--- src/bus_pkg.sv ---
`default_nettype none

package bus_pkg;

    // byte address as seen on cbus, no translation
    typedef logic [31:0] addr_t;

    // one bus word
    typedef logic [31:0] word_t;

    // byte enables, all zero means read
    typedef logic [3:0] strobe_t;

    // fetch response, first beat in the low half
    typedef logic [63:0] line_t;

    // requester index
    typedef logic [1:0] port_t;

    // cbus burst length, beats minus one
    typedef logic [3:0] len_t;

    // number of core-side requesters
    localparam int NUM_PORTS = 3;

    // port indices, listed from highest to lowest priority
    localparam port_t PORT_D1 = 2'd2;
    localparam port_t PORT_D0 = 2'd1;
    localparam port_t PORT_I  = 2'd0;

    // cbus master FSM
    typedef enum logic [1:0] {
        S_IDLE = 2'd0,
        S_SEND = 2'd1,
        S_DONE = 2'd2
    } cbus_state_t;

endpackage

`default_nettype wire

--- src/bus_req_latch.sv ---
`timescale 1ns/1ps
`default_nettype none

module bus_req_latch #(
    parameter bit PORT_IS_FETCH = 1'b0
) (
    input  logic             clk,
    input  logic             rst_n,
    input  logic             valid,
    input  bus_pkg::addr_t   addr,
    input  bus_pkg::strobe_t strobe,
    input  bus_pkg::word_t   wdata,
    output logic             addr_ok,
    input  logic             done,
    input  bus_pkg::line_t   rsp_data,
    output logic             data_ok,
    output bus_pkg::line_t   rdata,
    output logic             pending,
    output bus_pkg::addr_t   req_addr,
    output bus_pkg::strobe_t req_strobe,
    output bus_pkg::word_t   req_wdata
);
    import bus_pkg::*;

    logic    accept;
    addr_t   addr_q;
    strobe_t strobe_q;
    word_t   wdata_q;

    // one slot, so the core may hand over only while it is empty
    assign addr_ok = ~pending;
    assign accept  = valid & addr_ok;

    // accept and done never meet: done needs pending, accept needs it low
    always_ff @(posedge clk or negedge rst_n) begin
        if (!rst_n) begin
            pending <= 1'b0;
        end else if (accept) begin
            pending <= 1'b1;
        end else if (done) begin
            pending <= 1'b0;
        end
    end

    // request fields, captured at the handshake edge
    always_ff @(posedge clk) begin
        if (accept) begin
            addr_q   <= addr;
            strobe_q <= strobe;
            wdata_q  <= wdata;
        end
    end

    assign req_addr = addr_q;

    // fetches are always reads
    assign req_strobe = PORT_IS_FETCH ? strobe_t'(0) : strobe_q;
    assign req_wdata  = PORT_IS_FETCH ? word_t'(0) : wdata_q;

    // completion goes straight back, same cycle as done
    assign data_ok = done;
    // data ports only look at the low word
    assign rdata   = rsp_data;

    // master must only finish a request this latch is holding
    assert property (@(posedge clk) disable iff (!rst_n) done |-> pending)
        else $error("done pulse on an empty request latch");

endmodule

`default_nettype wire

--- src/bus_arbiter.sv ---
`timescale 1ns/1ps
`default_nettype none

module bus_arbiter (
    input  logic [bus_pkg::NUM_PORTS-1:0] pending,
    input  logic                          busy,
    output bus_pkg::port_t                grant,
    output logic                          grant_valid
);
    import bus_pkg::*;

    // priority runs older data slot, younger data slot, fetch
    // keeps the dual-issue pair in program order on the bus
    always_comb begin
        grant       = PORT_D1;
        grant_valid = 1'b0;
        // one transaction at a time on cbus
        if (!busy) begin
            if (pending[PORT_D1]) begin
                grant       = PORT_D1;
                grant_valid = 1'b1;
            end else if (pending[PORT_D0]) begin
                grant       = PORT_D0;
                grant_valid = 1'b1;
            end else if (pending[PORT_I]) begin
                grant       = PORT_I;
                grant_valid = 1'b1;
            end
        end
    end

endmodule

`default_nettype wire

--- src/cbus_master.sv ---
`timescale 1ns/1ps
`default_nettype none

module cbus_master #(
    parameter int IFETCH_BEATS = 2
) (
    input  logic                                      clk,
    input  logic                                      rst_n,
    input  bus_pkg::port_t                            grant,
    input  logic                                      grant_valid,
    input  bus_pkg::addr_t   [bus_pkg::NUM_PORTS-1:0] req_addr,
    input  bus_pkg::strobe_t [bus_pkg::NUM_PORTS-1:0] req_strobe,
    input  bus_pkg::word_t   [bus_pkg::NUM_PORTS-1:0] req_wdata,
    output logic                                      busy,
    output logic             [bus_pkg::NUM_PORTS-1:0] done,
    output bus_pkg::line_t                            rsp_data,
    output logic                                      creq_valid,
    output logic                                      creq_is_write,
    output bus_pkg::addr_t                            creq_addr,
    output bus_pkg::len_t                             creq_len,
    output bus_pkg::strobe_t                          creq_strobe,
    output bus_pkg::word_t                            creq_data,
    input  logic                                      cresp_ready,
    input  logic                                      cresp_last,
    input  bus_pkg::word_t                            cresp_data
);
    import bus_pkg::*;

    // fetch burst length in beats minus one
    // line_t holds at most two beats
    localparam len_t FETCH_LEN = len_t'(IFETCH_BEATS - 1);

    cbus_state_t state;
    port_t       port_q;
    len_t        beat_cnt;
    logic        start;
    logic        beat;

    assign start = (state == S_IDLE) & grant_valid;

    // one beat per cycle with valid and ready both high
    assign beat = creq_valid & cresp_ready;

    // valid comes straight off the state register
    assign creq_valid = (state == S_SEND);
    // also covers the done cycle while the latch still shows pending
    assign busy       = (state != S_IDLE);

    always_ff @(posedge clk or negedge rst_n) begin
        if (!rst_n) begin
            state    <= S_IDLE;
            beat_cnt <= '0;
        end else begin
            case (state)
                S_IDLE: begin
                    if (grant_valid) begin
                        state    <= S_SEND;
                        beat_cnt <= '0;
                    end
                end
                S_SEND: begin
                    // ready low just stretches the beat
                    if (beat) begin
                        beat_cnt <= beat_cnt + len_t'(1);
                        if (cresp_last) begin
                            state <= S_DONE;
                        end
                    end
                end
                S_DONE: begin
                    state <= S_IDLE;
                end
                default: begin
                    state <= S_IDLE;
                end
            endcase
        end
    end

    // request fields frozen from capture to the final beat
    always_ff @(posedge clk) begin
        if (start) begin
            port_q        <= grant;
            creq_addr     <= req_addr[grant];
            creq_strobe   <= req_strobe[grant];
            creq_data     <= req_wdata[grant];
            // nonzero strobe means write
            creq_is_write <= |req_strobe[grant];
            creq_len      <= (grant == PORT_I) ? FETCH_LEN : len_t'(0);
            // single-beat reads leave the high word zero
            rsp_data      <= '0;
        end else if (beat && !creq_is_write) begin
            // beat 0 fills the low word and beat 1 the high word
            if (beat_cnt[0]) begin
                rsp_data[63:32] <= cresp_data;
            end else begin
                rsp_data[31:0] <= cresp_data;
            end
        end
    end

    // completion pulse only to the port that owned the transaction
    always_comb begin
        done = '0;
        if (state == S_DONE) begin
            done[port_q] = 1'b1;
        end
    end

    // memory ends the burst exactly on beat len
    assert property (@(posedge clk) disable iff (!rst_n)
        beat && cresp_last |-> beat_cnt == creq_len)
        else $error("cresp_last on beat %0d, len %0d", beat_cnt, creq_len);

endmodule

`default_nettype wire

--- src/core_mem_bridge.sv ---
`timescale 1ns/1ps
`default_nettype none

module core_mem_bridge #(
    parameter int IFETCH_BEATS = 2
) (
    input  logic             clk,
    input  logic             rst_n,
    // instruction port
    input  logic             ireq_valid,
    input  bus_pkg::addr_t   ireq_addr,
    output logic             iresp_addr_ok,
    output logic             iresp_data_ok,
    output bus_pkg::line_t   iresp_rdata,
    // data port 1, older of the pair
    input  logic             dreq1_valid,
    input  bus_pkg::addr_t   dreq1_addr,
    input  bus_pkg::strobe_t dreq1_strobe,
    input  bus_pkg::word_t   dreq1_wdata,
    output logic             dresp1_addr_ok,
    output logic             dresp1_data_ok,
    output bus_pkg::word_t   dresp1_rdata,
    // data port 0, younger of the pair
    input  logic             dreq0_valid,
    input  bus_pkg::addr_t   dreq0_addr,
    input  bus_pkg::strobe_t dreq0_strobe,
    input  bus_pkg::word_t   dreq0_wdata,
    output logic             dresp0_addr_ok,
    output logic             dresp0_data_ok,
    output bus_pkg::word_t   dresp0_rdata,
    // cbus
    output logic             creq_valid,
    output logic             creq_is_write,
    output bus_pkg::addr_t   creq_addr,
    output bus_pkg::len_t    creq_len,
    output bus_pkg::strobe_t creq_strobe,
    output bus_pkg::word_t   creq_data,
    input  logic             cresp_ready,
    input  logic             cresp_last,
    input  bus_pkg::word_t   cresp_data
);
    import bus_pkg::*;

    logic    [NUM_PORTS-1:0] pending;
    logic    [NUM_PORTS-1:0] done;
    addr_t   [NUM_PORTS-1:0] req_addr;
    strobe_t [NUM_PORTS-1:0] req_strobe;
    word_t   [NUM_PORTS-1:0] req_wdata;
    port_t                   grant;
    logic                    grant_valid;
    logic                    busy;
    line_t                   rsp_data;
    line_t                   d1_rdata;
    line_t                   d0_rdata;

    // data ports return one word
    assign dresp1_rdata = d1_rdata[31:0];
    assign dresp0_rdata = d0_rdata[31:0];

    bus_req_latch #(.PORT_IS_FETCH(1'b0)) u_latch_d1 (
        .clk        (clk),
        .rst_n      (rst_n),
        .valid      (dreq1_valid),
        .addr       (dreq1_addr),
        .strobe     (dreq1_strobe),
        .wdata      (dreq1_wdata),
        .addr_ok    (dresp1_addr_ok),
        .done       (done[PORT_D1]),
        .rsp_data   (rsp_data),
        .data_ok    (dresp1_data_ok),
        .rdata      (d1_rdata),
        .pending    (pending[PORT_D1]),
        .req_addr   (req_addr[PORT_D1]),
        .req_strobe (req_strobe[PORT_D1]),
        .req_wdata  (req_wdata[PORT_D1])
    );

    bus_req_latch #(.PORT_IS_FETCH(1'b0)) u_latch_d0 (
        .clk        (clk),
        .rst_n      (rst_n),
        .valid      (dreq0_valid),
        .addr       (dreq0_addr),
        .strobe     (dreq0_strobe),
        .wdata      (dreq0_wdata),
        .addr_ok    (dresp0_addr_ok),
        .done       (done[PORT_D0]),
        .rsp_data   (rsp_data),
        .data_ok    (dresp0_data_ok),
        .rdata      (d0_rdata),
        .pending    (pending[PORT_D0]),
        .req_addr   (req_addr[PORT_D0]),
        .req_strobe (req_strobe[PORT_D0]),
        .req_wdata  (req_wdata[PORT_D0])
    );

    // fetch port has no write side
    bus_req_latch #(.PORT_IS_FETCH(1'b1)) u_latch_i (
        .clk        (clk),
        .rst_n      (rst_n),
        .valid      (ireq_valid),
        .addr       (ireq_addr),
        .strobe     (strobe_t'(0)),
        .wdata      (word_t'(0)),
        .addr_ok    (iresp_addr_ok),
        .done       (done[PORT_I]),
        .rsp_data   (rsp_data),
        .data_ok    (iresp_data_ok),
        .rdata      (iresp_rdata),
        .pending    (pending[PORT_I]),
        .req_addr   (req_addr[PORT_I]),
        .req_strobe (req_strobe[PORT_I]),
        .req_wdata  (req_wdata[PORT_I])
    );

    bus_arbiter u_arbiter (
        .pending     (pending),
        .busy        (busy),
        .grant       (grant),
        .grant_valid (grant_valid)
    );

    cbus_master #(.IFETCH_BEATS(IFETCH_BEATS)) u_master (
        .clk           (clk),
        .rst_n         (rst_n),
        .grant         (grant),
        .grant_valid   (grant_valid),
        .req_addr      (req_addr),
        .req_strobe    (req_strobe),
        .req_wdata     (req_wdata),
        .busy          (busy),
        .done          (done),
        .rsp_data      (rsp_data),
        .creq_valid    (creq_valid),
        .creq_is_write (creq_is_write),
        .creq_addr     (creq_addr),
        .creq_len      (creq_len),
        .creq_strobe   (creq_strobe),
        .creq_data     (creq_data),
        .cresp_ready   (cresp_ready),
        .cresp_last    (cresp_last),
        .cresp_data    (cresp_data)
    );

endmodule

`default_nettype wire

--- config.mk ---
export PLATFORM = sky130hd
export DESIGN_NAME = core_mem_bridge
export DESIGN_NICKNAME = d
export VERILOG_FILES = /design/src/bus_pkg.sv /design/src/bus_req_latch.sv /design/src/bus_arbiter.sv /design/src/cbus_master.sv /design/src/core_mem_bridge.sv
export SDC_FILE = /design/constraint.sdc
export NUM_CORES = 1
export LEC_CHECK = 0
export BUFFER_PORTS_ARGS = -buffer_cell sky130_fd_sc_hd__buf_2
export CAP_MARGIN = 20
export CELL_PAD_IN_SITES_DETAIL_PLACEMENT = 0
export CELL_PAD_IN_SITES_GLOBAL_PLACEMENT = 2
export CORE_MARGIN = 2
export CORE_UTILIZATION = 33
export CTS_CLUSTER_DIAMETER = 30
export DETAILED_ROUTE_END_ITERATION = 12
export MAX_ROUTING_LAYER = met4
export PLACE_DENSITY_LB_ADDON = 0.1
export SETUP_SLACK_MARGIN = 0.2
export SLEW_MARGIN = 20
export SYNTH_ARGS = -nofsm -noshare
export SYNTH_HDL_FRONTEND = slang
export SYNTH_HIERARCHICAL = 1
export SYNTH_SLANG_ARGS = --single-unit
--- constraint.sdc ---
create_clock -name clk -period 2.99 [get_ports clk]
set_input_delay 0.299 -clock clk [delete_from_list [all_inputs] [get_ports clk]]
set_output_delay 0.299 -clock clk [all_outputs]
set_load 0.005 [all_outputs]
-- After elaboration in Yosys (flattened, before gate mapping)
Index checks and enable logic that the tools add are counted.
- register bits after elaboration: 316
- input bits: 207
- output and inout port bits: 208
- word-level logic and storage cells: 84
- add/sub/neg operators: 1
- magnitude comparators: 3
- eq/ne operators: 5
- mux-type cells: 31
- bitwise logic cells: 9
- reduce and logical (&&, ||, !) cells: 15
- operators by type and width (kind ; count):
    32-bit binary-select mux with 2-bit select ; 2
    32-bit two-way mux ; 2
    2-bit two-way mux ; 7
    1-bit two-way mux ; 12
    4-bit two-way mux ; 3
    2-bit nonzero test ; 5
    4-bit binary-select mux with 2-bit select ; 1
    4-bit case mux with 2 select lines ; 1
    2-bit by 3-bit < comparator with 1-bit output (second input constant) ; 2
    3-bit AND reduction ; 2
    1-bit bitwise AND ; 5
    4-bit by 1-bit adder with 4-bit output (second input constant) ; 1
    2-bit logical NOT ; 2
    2-bit inequality test (second input constant) ; 2
    1-bit inverter ; 4
    2-bit case mux with 2 select lines ; 1
    2-bit AND reduction ; 2
    4-bit OR reduction ; 1
    3-bit two-way mux ; 1
    1-bit demux with 2-bit select ; 1
    2-bit by 1-bit equality test with 1-bit output (second input constant) ; 1
    2-bit equality test (second input constant) ; 1
    2-bit by 1-bit greater-or-equal comparator with 1-bit output (second input constant) ; 1
    1-bit logical AND ; 2
    2 further kinds ; 2

-- Depth between registers and ports, before layout
Gate-level depths: netlist of the first run.
- depth after elaboration: 7
- gate-level depth with buffers: 9
- depth with buffers taken out: 6

-- Hierarchy
The synthesis of the first run kept the hierarchy.
- modules (own cells, without submodules) (module ; instances ; cells an instance ; area an instance (um2) ; seq. area each (um2)):
    cbus_master ; 1 ; 613 ; 6257.3 ; 3518.4
    bus_req_latch at u_latch_d0 ... ; 2 ; 137 ; 2575.0 ; 2067.0
    bus_req_latch at u_latch_i ; 1 ; 138 ; 1767.9 ; 985.9
    bus_arbiter ; 1 ; 5 ; 23.8 ; 0.0
    core_mem_bridge ; 1 ; 1 ; 3.8 ; 0.0

-- Worst setup path after synthesis of the first run
No wires, ideal clock.
- path type: register to register
- start point: register u_latch_d0.pending
- end point: register u_latch_d0.addr_q[0], in the netlist u_latch_d0/req_addr[0] (enable)
- setup time: 0.441 ns
- data arrival time: 2.200 ns
- path slack: 0.349 ns
- stages on the path, launching flop included: 2
- period minus slack after synthesis: 2.641 ns
- path through: dfrtp_1 nor2b_2
- cells in the longest elaborated chain, start to end: 2
- RTL lines (what ; line ; source):
    start, declared ; bus_req_latch.sv:18 ; output logic pending,
    start signal, assigned ; bus_req_latch.sv:37 ; pending <= 1'b0;
    start signal, assigned ; bus_req_latch.sv:39 ; pending <= 1'b1;
    start signal, assigned ; bus_req_latch.sv:41 ; pending <= 1'b0;
    1-bit inverter ; bus_req_latch.sv:31 ; assign addr_ok = ~pending;
    1-bit bitwise AND ; bus_req_latch.sv:32 ; assign accept = valid & addr_ok;
    named net u_latch_d0.accept ; bus_req_latch.sv:25 ; logic accept;
    end signal, assigned ; bus_req_latch.sv:48 ; addr_q <= addr;
    end, declared ; bus_req_latch.sv:26 ; addr_t addr_q;
The timed path passes the listed nets, and every way through them passes these cells.
A chain may end at the register's enable or synchronous reset.

-- Final worst setup path of the first run
- start point: register u_latch_d0.pending
- end point: register u_master.creq_addr[22], data pin
- cells in the longest elaborated chain, start to end: 5
- RTL lines (what ; line ; source):
    2-bit two-way mux ; bus_arbiter.sv:22 ; end else if (pending[PORT_D0]) begin
    2-bit two-way mux ; bus_arbiter.sv:19 ; if (pending[PORT_D1]) begin
    2-bit two-way mux ; bus_arbiter.sv:18 ; if (!busy) begin
    named net grant[1] ; core_mem_bridge.sv:49 ; port_t grant;
    32-bit binary-select mux with 2-bit select ; cbus_master.sv:84 ; creq_addr <= req_addr[grant];
    32-bit two-way mux (not written as such) ; cbus_master.sv:84 ;
    end signal, assigned ; cbus_master.sv:84 ;
    end, declared ; cbus_master.sv:19 ; output bus_pkg::addr_t creq_addr,
The timed path passes the listed nets, and every way through them passes these cells. The select of a mux whose other input is x is not followed.

==> metrics, run 1 <==
Initial Util 33.6%; port bufs around 410; CTS tree built; synthesis-to-finish area growth 49.2%; clock-pin slew on the worst setup and hold paths 0.04 ns; share of cells above drive strength 1 between 30% and 40%; outcome complete, no violations; first-pass GRT wire length 54600 um; PD cells 954 nW/um2; Final min period roughly 2.3 ns; Final Max Tran Viols 0; gate count of the mapped netlist 966; final instance area 19000 um2; Startpoint Class flop; HPWL after DPL 23000 um; unrepaired setup endpoints after global routing no; max incr delay on CP 0.66 ns; Fmax between 0.4 and 0.5 GHz; Setup CP Type flop to flop; CTS root buf clkbuf_16; Layout fillers 3434; post-CTS resize count 0; max_slew headroom 47.3%; Tcrit/Tclk final 77.8%; Critical Path AT roughly 2.6 ns; # DRC 0; pin count of the biggest net entering global routing 72; final setup fails 0; vias in the first global route 9319; DRT Pass-1 Iters 4; latest clock arrival within the worst-skew pair 0.57 ns; chip width 200 um; hold buffer count at CTS 201; Mapped Area 12700 um2; pre-CTS setup slack roughly 0.6 ns; post-route ant nets 0; Yosys warning count 6; worst hold-check path type input port to flop; Iteration-0 DRC Markers 318; GRT Total Usage 18.4%; critical path cell sequence o21ai_4 > buf_4 > mux2i_1 > o21ai_0; row count between 70 and 80; Post-Route WL roughly 36000 um; CP endpoint kind flop; vias per cell about 4.3; # Post-CTS Setup Buffers 0; Final Util 50.2%; placed instance area 14200 um2; Die Y 200 um; Clock Skews 0.0164 ns; critical path required time about 3.3 ns; initial antenna violation count 6; critical path peak fanout 22; final global-route overflow total 0; CTS H-tree depth 3; Nets roughly 1700; core area 37800 um2; total I/O pin count 415; total CTS buffers slightly above 80; Final Hold Viols 0; clk buf depth 3; Via Count 9000; slew of the pin with the lowest slew margin approximately 0.8 ns; WHS 0.0898 ns; die area approximately 40000 um2; max cap viols 0; final worst slack 0.664 ns; setup_tns 0 ns; post-DR wirelength/cell 17.4 um; Static Leak 8.11 nW; gpl congestion 0.751; IR drop worst, VDD 0.000591 V; clock sink count 310; Critical-path top delay cell o21ai_4; Avg Cell Area, Syn ~13 um2
==> sequential cells by signal (all words and copies together), names as in the netlist, 4 cells and up <==
name and flops:
u_master/creq_data 32, u_master/creq_addr 32, u_latch_d0/req_wdata 32, u_master/creq_strobe 4, u_master/rsp_data 64, u_latch_d0/req_addr 32
u_latch_d1/req_addr 32, u_latch_i/req_addr 32, u_latch_d0/req_strobe 4, u_latch_d1/req_wdata 32, u_latch_d1/req_strobe 4
==> metal layers <==
metal,track usage (%),vias to the layer above,share of wire (%)
met3,6.78,52,7.5
li1,-,4362,-
met1,20.6,4272,41
met4,6.80,0,2.1
met2,30.1,314,50
met5,-,-,0
==> stage by stage <==
step | power [W] | instances
finish | 0.0181 | 2080
detailed placement | 0.00957 | 1723
global placement | 0.00955 | 1723
floorplan | 0.00847 | 1003
global route | 0.0190 | 2080
CTS | 0.0184 | 2074
==> path summary, 6_finish.rpt <==
check | startpoint | end | slack, ns | cells after the start
max in group asynchronous | rst_n | u_master/beat_cnt[0]$_DFFE_PN0P_ | 2.70 | 2
min | cresp_ready | u_master/beat_cnt[0]$_DFFE_PN0P_ | 0.09 | 3
min in group asynchronous | rst_n | u_master/beat_cnt[0]$_DFFE_PN0P_ | 0.13 | 2
max reg2reg | u_latch_d0/pending$_DFFE_PN0P_ | u_master/creq_addr[22]$_DFFE_PP_ | 0.66 | 4
min reg2reg | u_master/rsp_data[47]$_SDFFE_PP0P_ | u_master/rsp_data[47]$_SDFFE_PP0P_ | 0.44 | 2
max | u_latch_d0/pending$_DFFE_PN0P_ | u_master/creq_addr[22]$_DFFE_PP_ | 0.66 | 4
==> power by group <==
group	switching, W	internal [W]	leakage, nW
logic	0.00203	0.00142	4.00
registers	0.000385	0.00578	2.79
clock network	0.00255	0.00594	1.33
total	0.00497	0.0131	8.11
==> critical path, delay by kind of cell (launching register included) <==
kind | cells | cell delay [ns]
AO/OA/AOI/OAI | 2 | 0.76
buffers and inverters | 1 | 0.52
flip-flops | 1 | 0.47
multiplexers | 1 | 0.29
==> final cells by class <==
type                            count  area [um2]  area share, %
Sequential cell                   310        8640           45.5
Timing Repair Buffer              633        4330           22.8
Multi-Input combinational cell    461        2610           13.7
Clock buffer                      109        2210           11.7
Tap cell                          511         639           3.37
Clock inverter                     41         500           2.64
Inverter                            9        38.8          0.204
Antenna cell                        6        15.0         0.0791
==> cell usage in the layout (no fill, tap or decap), types with 2 or more instances in the layout <==
cell,n
nor2b_4,4
inv_16,2
clkbuf_16,83
a2bb2oi_1,4
inv_1,4
nand3_1,64
dfxtp_1,64
nor2_1,3
buf_2,411
o21ai_1,33
o21bai_1,3
edfxtp_1,240
bufinv_16,9
and4bb_2,3
a21oi_1,34
buf_4,13
nand2_1,95
conb_1,39
clkbuf_8,4
dlygate4sd3_1,201
diode_2,6
mux2i_1,68
clkinv_1,12
clkinv_2,14
clkinv_8,2
buf_12,8
dfrtp_1,5
o21ai_0,95
clkbuf_1,22
inv_2,3
and2_1,2
No activity file was read; power rests on OpenSTA's default activity.
==> inputs of run 2 (changes only) <==
--- a/config.mk
+++ b/config.mk
@@ -10,7 +10,7 @@
 export CELL_PAD_IN_SITES_DETAIL_PLACEMENT = 0
 export CELL_PAD_IN_SITES_GLOBAL_PLACEMENT = 2
 export CORE_MARGIN = 2
-export CORE_UTILIZATION = 33
+export CORE_UTILIZATION = 30
 export CTS_CLUSTER_DIAMETER = 30
 export DETAILED_ROUTE_END_ITERATION = 12
 export MAX_ROUTING_LAYER = met4
==> constraint.sdc (replaced) <==
create_clock -name clk -period 1.91 [get_ports clk]
set_input_delay 0.191 -clock clk [delete_from_list [all_inputs] [get_ports clk]]
set_output_delay 0.191 -clock clk [all_outputs]
set_load 0.005 [all_outputs]
==> metrics, run 2 (synthesis gave the netlist of run 1 again) <==
total CTS buffers 83 (+1.2%); Final Util 47.3% (-2.8 points); vias per cell 4.27 (-1.4%); met1 Use GR 20.1% (-0.45 points); max cap viols 0 (unchanged); Final min period 1.82 ns (-0.511 ns); Iteration-0 DRC Markers 378 (+19%); Power, Total 0.0300 W (+66%); Post-Route WL 38200 um (+5.8%); vias in the first global route 9619 (+3.2%); Tcrit/Tclk final 95.0% (+17 points); CTS tree built; clock-pin slew on the worst setup and hold paths 0.04 ns (about the same); outcome complete, no violations; area of the multi-input gates 2680 um2 (+2.9%); gpl congestion 0.757 (+0.88%); share of cells above drive strength 1 39.6% (+3.3 points); critical path peak fanout 8 (-64%); Startpoint Class flop; CTS root buf clkbuf_16; post-DR wirelength/cell 17.8 um (+2.2%); met2 Use GR 28.2% (-1.9 points); Die Y 210 um (+4.8%); total I/O pin count 415 (unchanged); Static Leak 8.43 nW (+3.9%); pre-CTS setup slack -0.104 ns (-0.700 ns); worst hold-check path type input port to asynchronous set/reset pin; Via Count 9192 (+2.1%); Clock Skews 0.0131 ns (-0.00332 ns); layer with the highest usage met2; Final Max Tran Viols 0 (unchanged); row count 75 (+5.6%); commonest cells after routing, fill and taps aside 410 x buf_2, 240 x edfxtp_1, 202 x dlygate4sd3_1, 95 x nand2_1, 95 x o21ai_0; unrepaired setup endpoints after global routing yes; core area 41900 um2 (+11%); HPWL after DPL 24900 um (+8.3%); commonest non-fill, non-tap cell in the layout buf_2; chip width 210 um (+4.8%); Critical Path AT 2.11 ns (-0.53 ns); PD cells 1520 nW/um2 (+59%); Setup CP Type flop to flop; final worst slack 0.0948 ns (-0.569 ns); Top reg by flops u_master/rsp_data; sequential cell area 8640 um2 (about the same); clock sink count 310 (unchanged); latest clock arrival within the worst-skew pair 0.59 ns (+0.02 ns); Largest register FFs 64 (unchanged); Initial Util 30.4% (-3.2 points); Final Hold Viols 0 (unchanged); GRT Total Usage 17.5% (-0.86 points); CP endpoint kind flop; clk buf depth 3 (unchanged); CTS H-tree depth 3 (unchanged); pin count of the biggest net entering global routing 65 (-9.7%); Layout fillers 3872 (+13%); IR drop worst, VDD 0.000829 V (+40%); final setup fails 0 (unchanged); met3 usage in global routing 5.70% (-1.1 points); initial antenna violation count 8 (+2); DRT Pass-1 Iters 7 (+3); Fmax 0.551 GHz (+28%); first-pass GRT wire length 55900 um (+2.3%); critical path required time 2.21 ns (-1.09 ns); die area 44100 um2 (+9.8%); port bufs 411 (unchanged); post-route ant nets 0 (unchanged); # DRC 0 (unchanged); synthesis-to-finish area growth 55.8%; final global-route overflow total 0 (unchanged); Nets 1746 (+2.5%)
[run 2: cell types whose count changed in the layout (fill, tap and decap cells not counted), moves of 4 or more]
cell        previous run  this run
a2bb2oi_1              4         0
a2bb2oi_2              0         4
buf_12                 8        17
buf_16                 0         4
buf_4                 13        28
buf_6                  0         7
clkbuf_1              22         9
clkbuf_16             83        87
clkinvlp_4             1        12
mux2i_1               68        64
mux2i_2                0         4
[run 2: worst paths after layout]
| check | start | slack (ns) | depth (start not counted) | end |
|---|---|---|---|---|
| worst max-delay path | u_master/state[0]$_DFFE_PN0P_ | 0.09 | 5 | u_master/creq_data[16]$_DFFE_PP_ |
| worst min-delay path | rst_n | 0.00003 | 2 | u_master/state[1]$_DFFE_PN0P_ |
| worst max register to register | u_master/state[0]$_DFFE_PN0P_ | 0.09 | 5 | u_master/creq_data[16]$_DFFE_PP_ |
| worst min register to register | u_master/rsp_data[49]$_SDFFE_PP0P_ | 0.44 | 2 | u_master/rsp_data[49]$_SDFFE_PP0P_ |
| max in group asynchronous | rst_n | 1.74 | 2 | u_master/beat_cnt[0]$_DFFE_PN0P_ |
| min in group clk | cresp_last | 0.03 | 3 | u_master/state[1]$_DFFE_PN0P_ |
[run 2: area by class of cell]
type,instances,share of cell area [%]
Timing Repair Buffer,672,24.7
Multi-Input combinational cell,462,13.5
Antenna cell,8,0.101
Clock inverter,57,3.32
Sequential cell,310,43.6
Tap cell,539,3.40
Timing Repair inverter,1,0.0442
Clock buffer,96,11.0
Inverter,9,0.234
[run 2: critical path, cell delays in order, from the launching register on]
cell and delay (ns):
dfrtp_1 0.39, or2_4 0.25, nor2_1 0.09, or3b_4 0.47, clkinv_8 0.15, clkbuf_16 0.16
[run 2: metal layers]
layer  part of all wire [%]  routed length [um]  vias up
li1                       -                   -     4452
met1                     42               16200     4353
met2                     48               18400      329
met3                    7.3                2790       58
met4                    2.3                 863        0
met5                      0                   0        -
[run 2: power by group]
part / internal (W) / leakage (nW) / switching (W) / total, W
Sequential: 0.00905 / 2.79 / 0.000637 / 0.00969
Combinational: 0.00290 / 4.28 / 0.00347 / 0.00637
Clock: 0.00969 / 1.37 / 0.00428 / 0.0140
[run 2: repair_timing]
| item | in CTS | in global routing |
|---|---|---|
| cloned | 3 | 2 |
| endpoints found under the hold margin | 239 | 0 |
| pin swaps | 5 | 1 |
| endpoints found under the setup margin | 196 | 211 |
| hold buffers | 202 | 0 |
| resized for setup | 20 | 9 |
| buffers inserted | 7 | 2 |
[run 2: through the flow]
step	instances	TNS (ns)	hold WS, ns	area [um2]
2_1_floorplan	1003	0	-0.105	13000
3_3_place_gp	1777	-0.516	0.0386	14600
3_5_place_dp	1777	-4.38	0.0417	14600
4_1_cts	2142	0	0.000464	19700
5_1_grt	2154	0	0.0139	19800
6_report	2154	0	0.0000329	19800
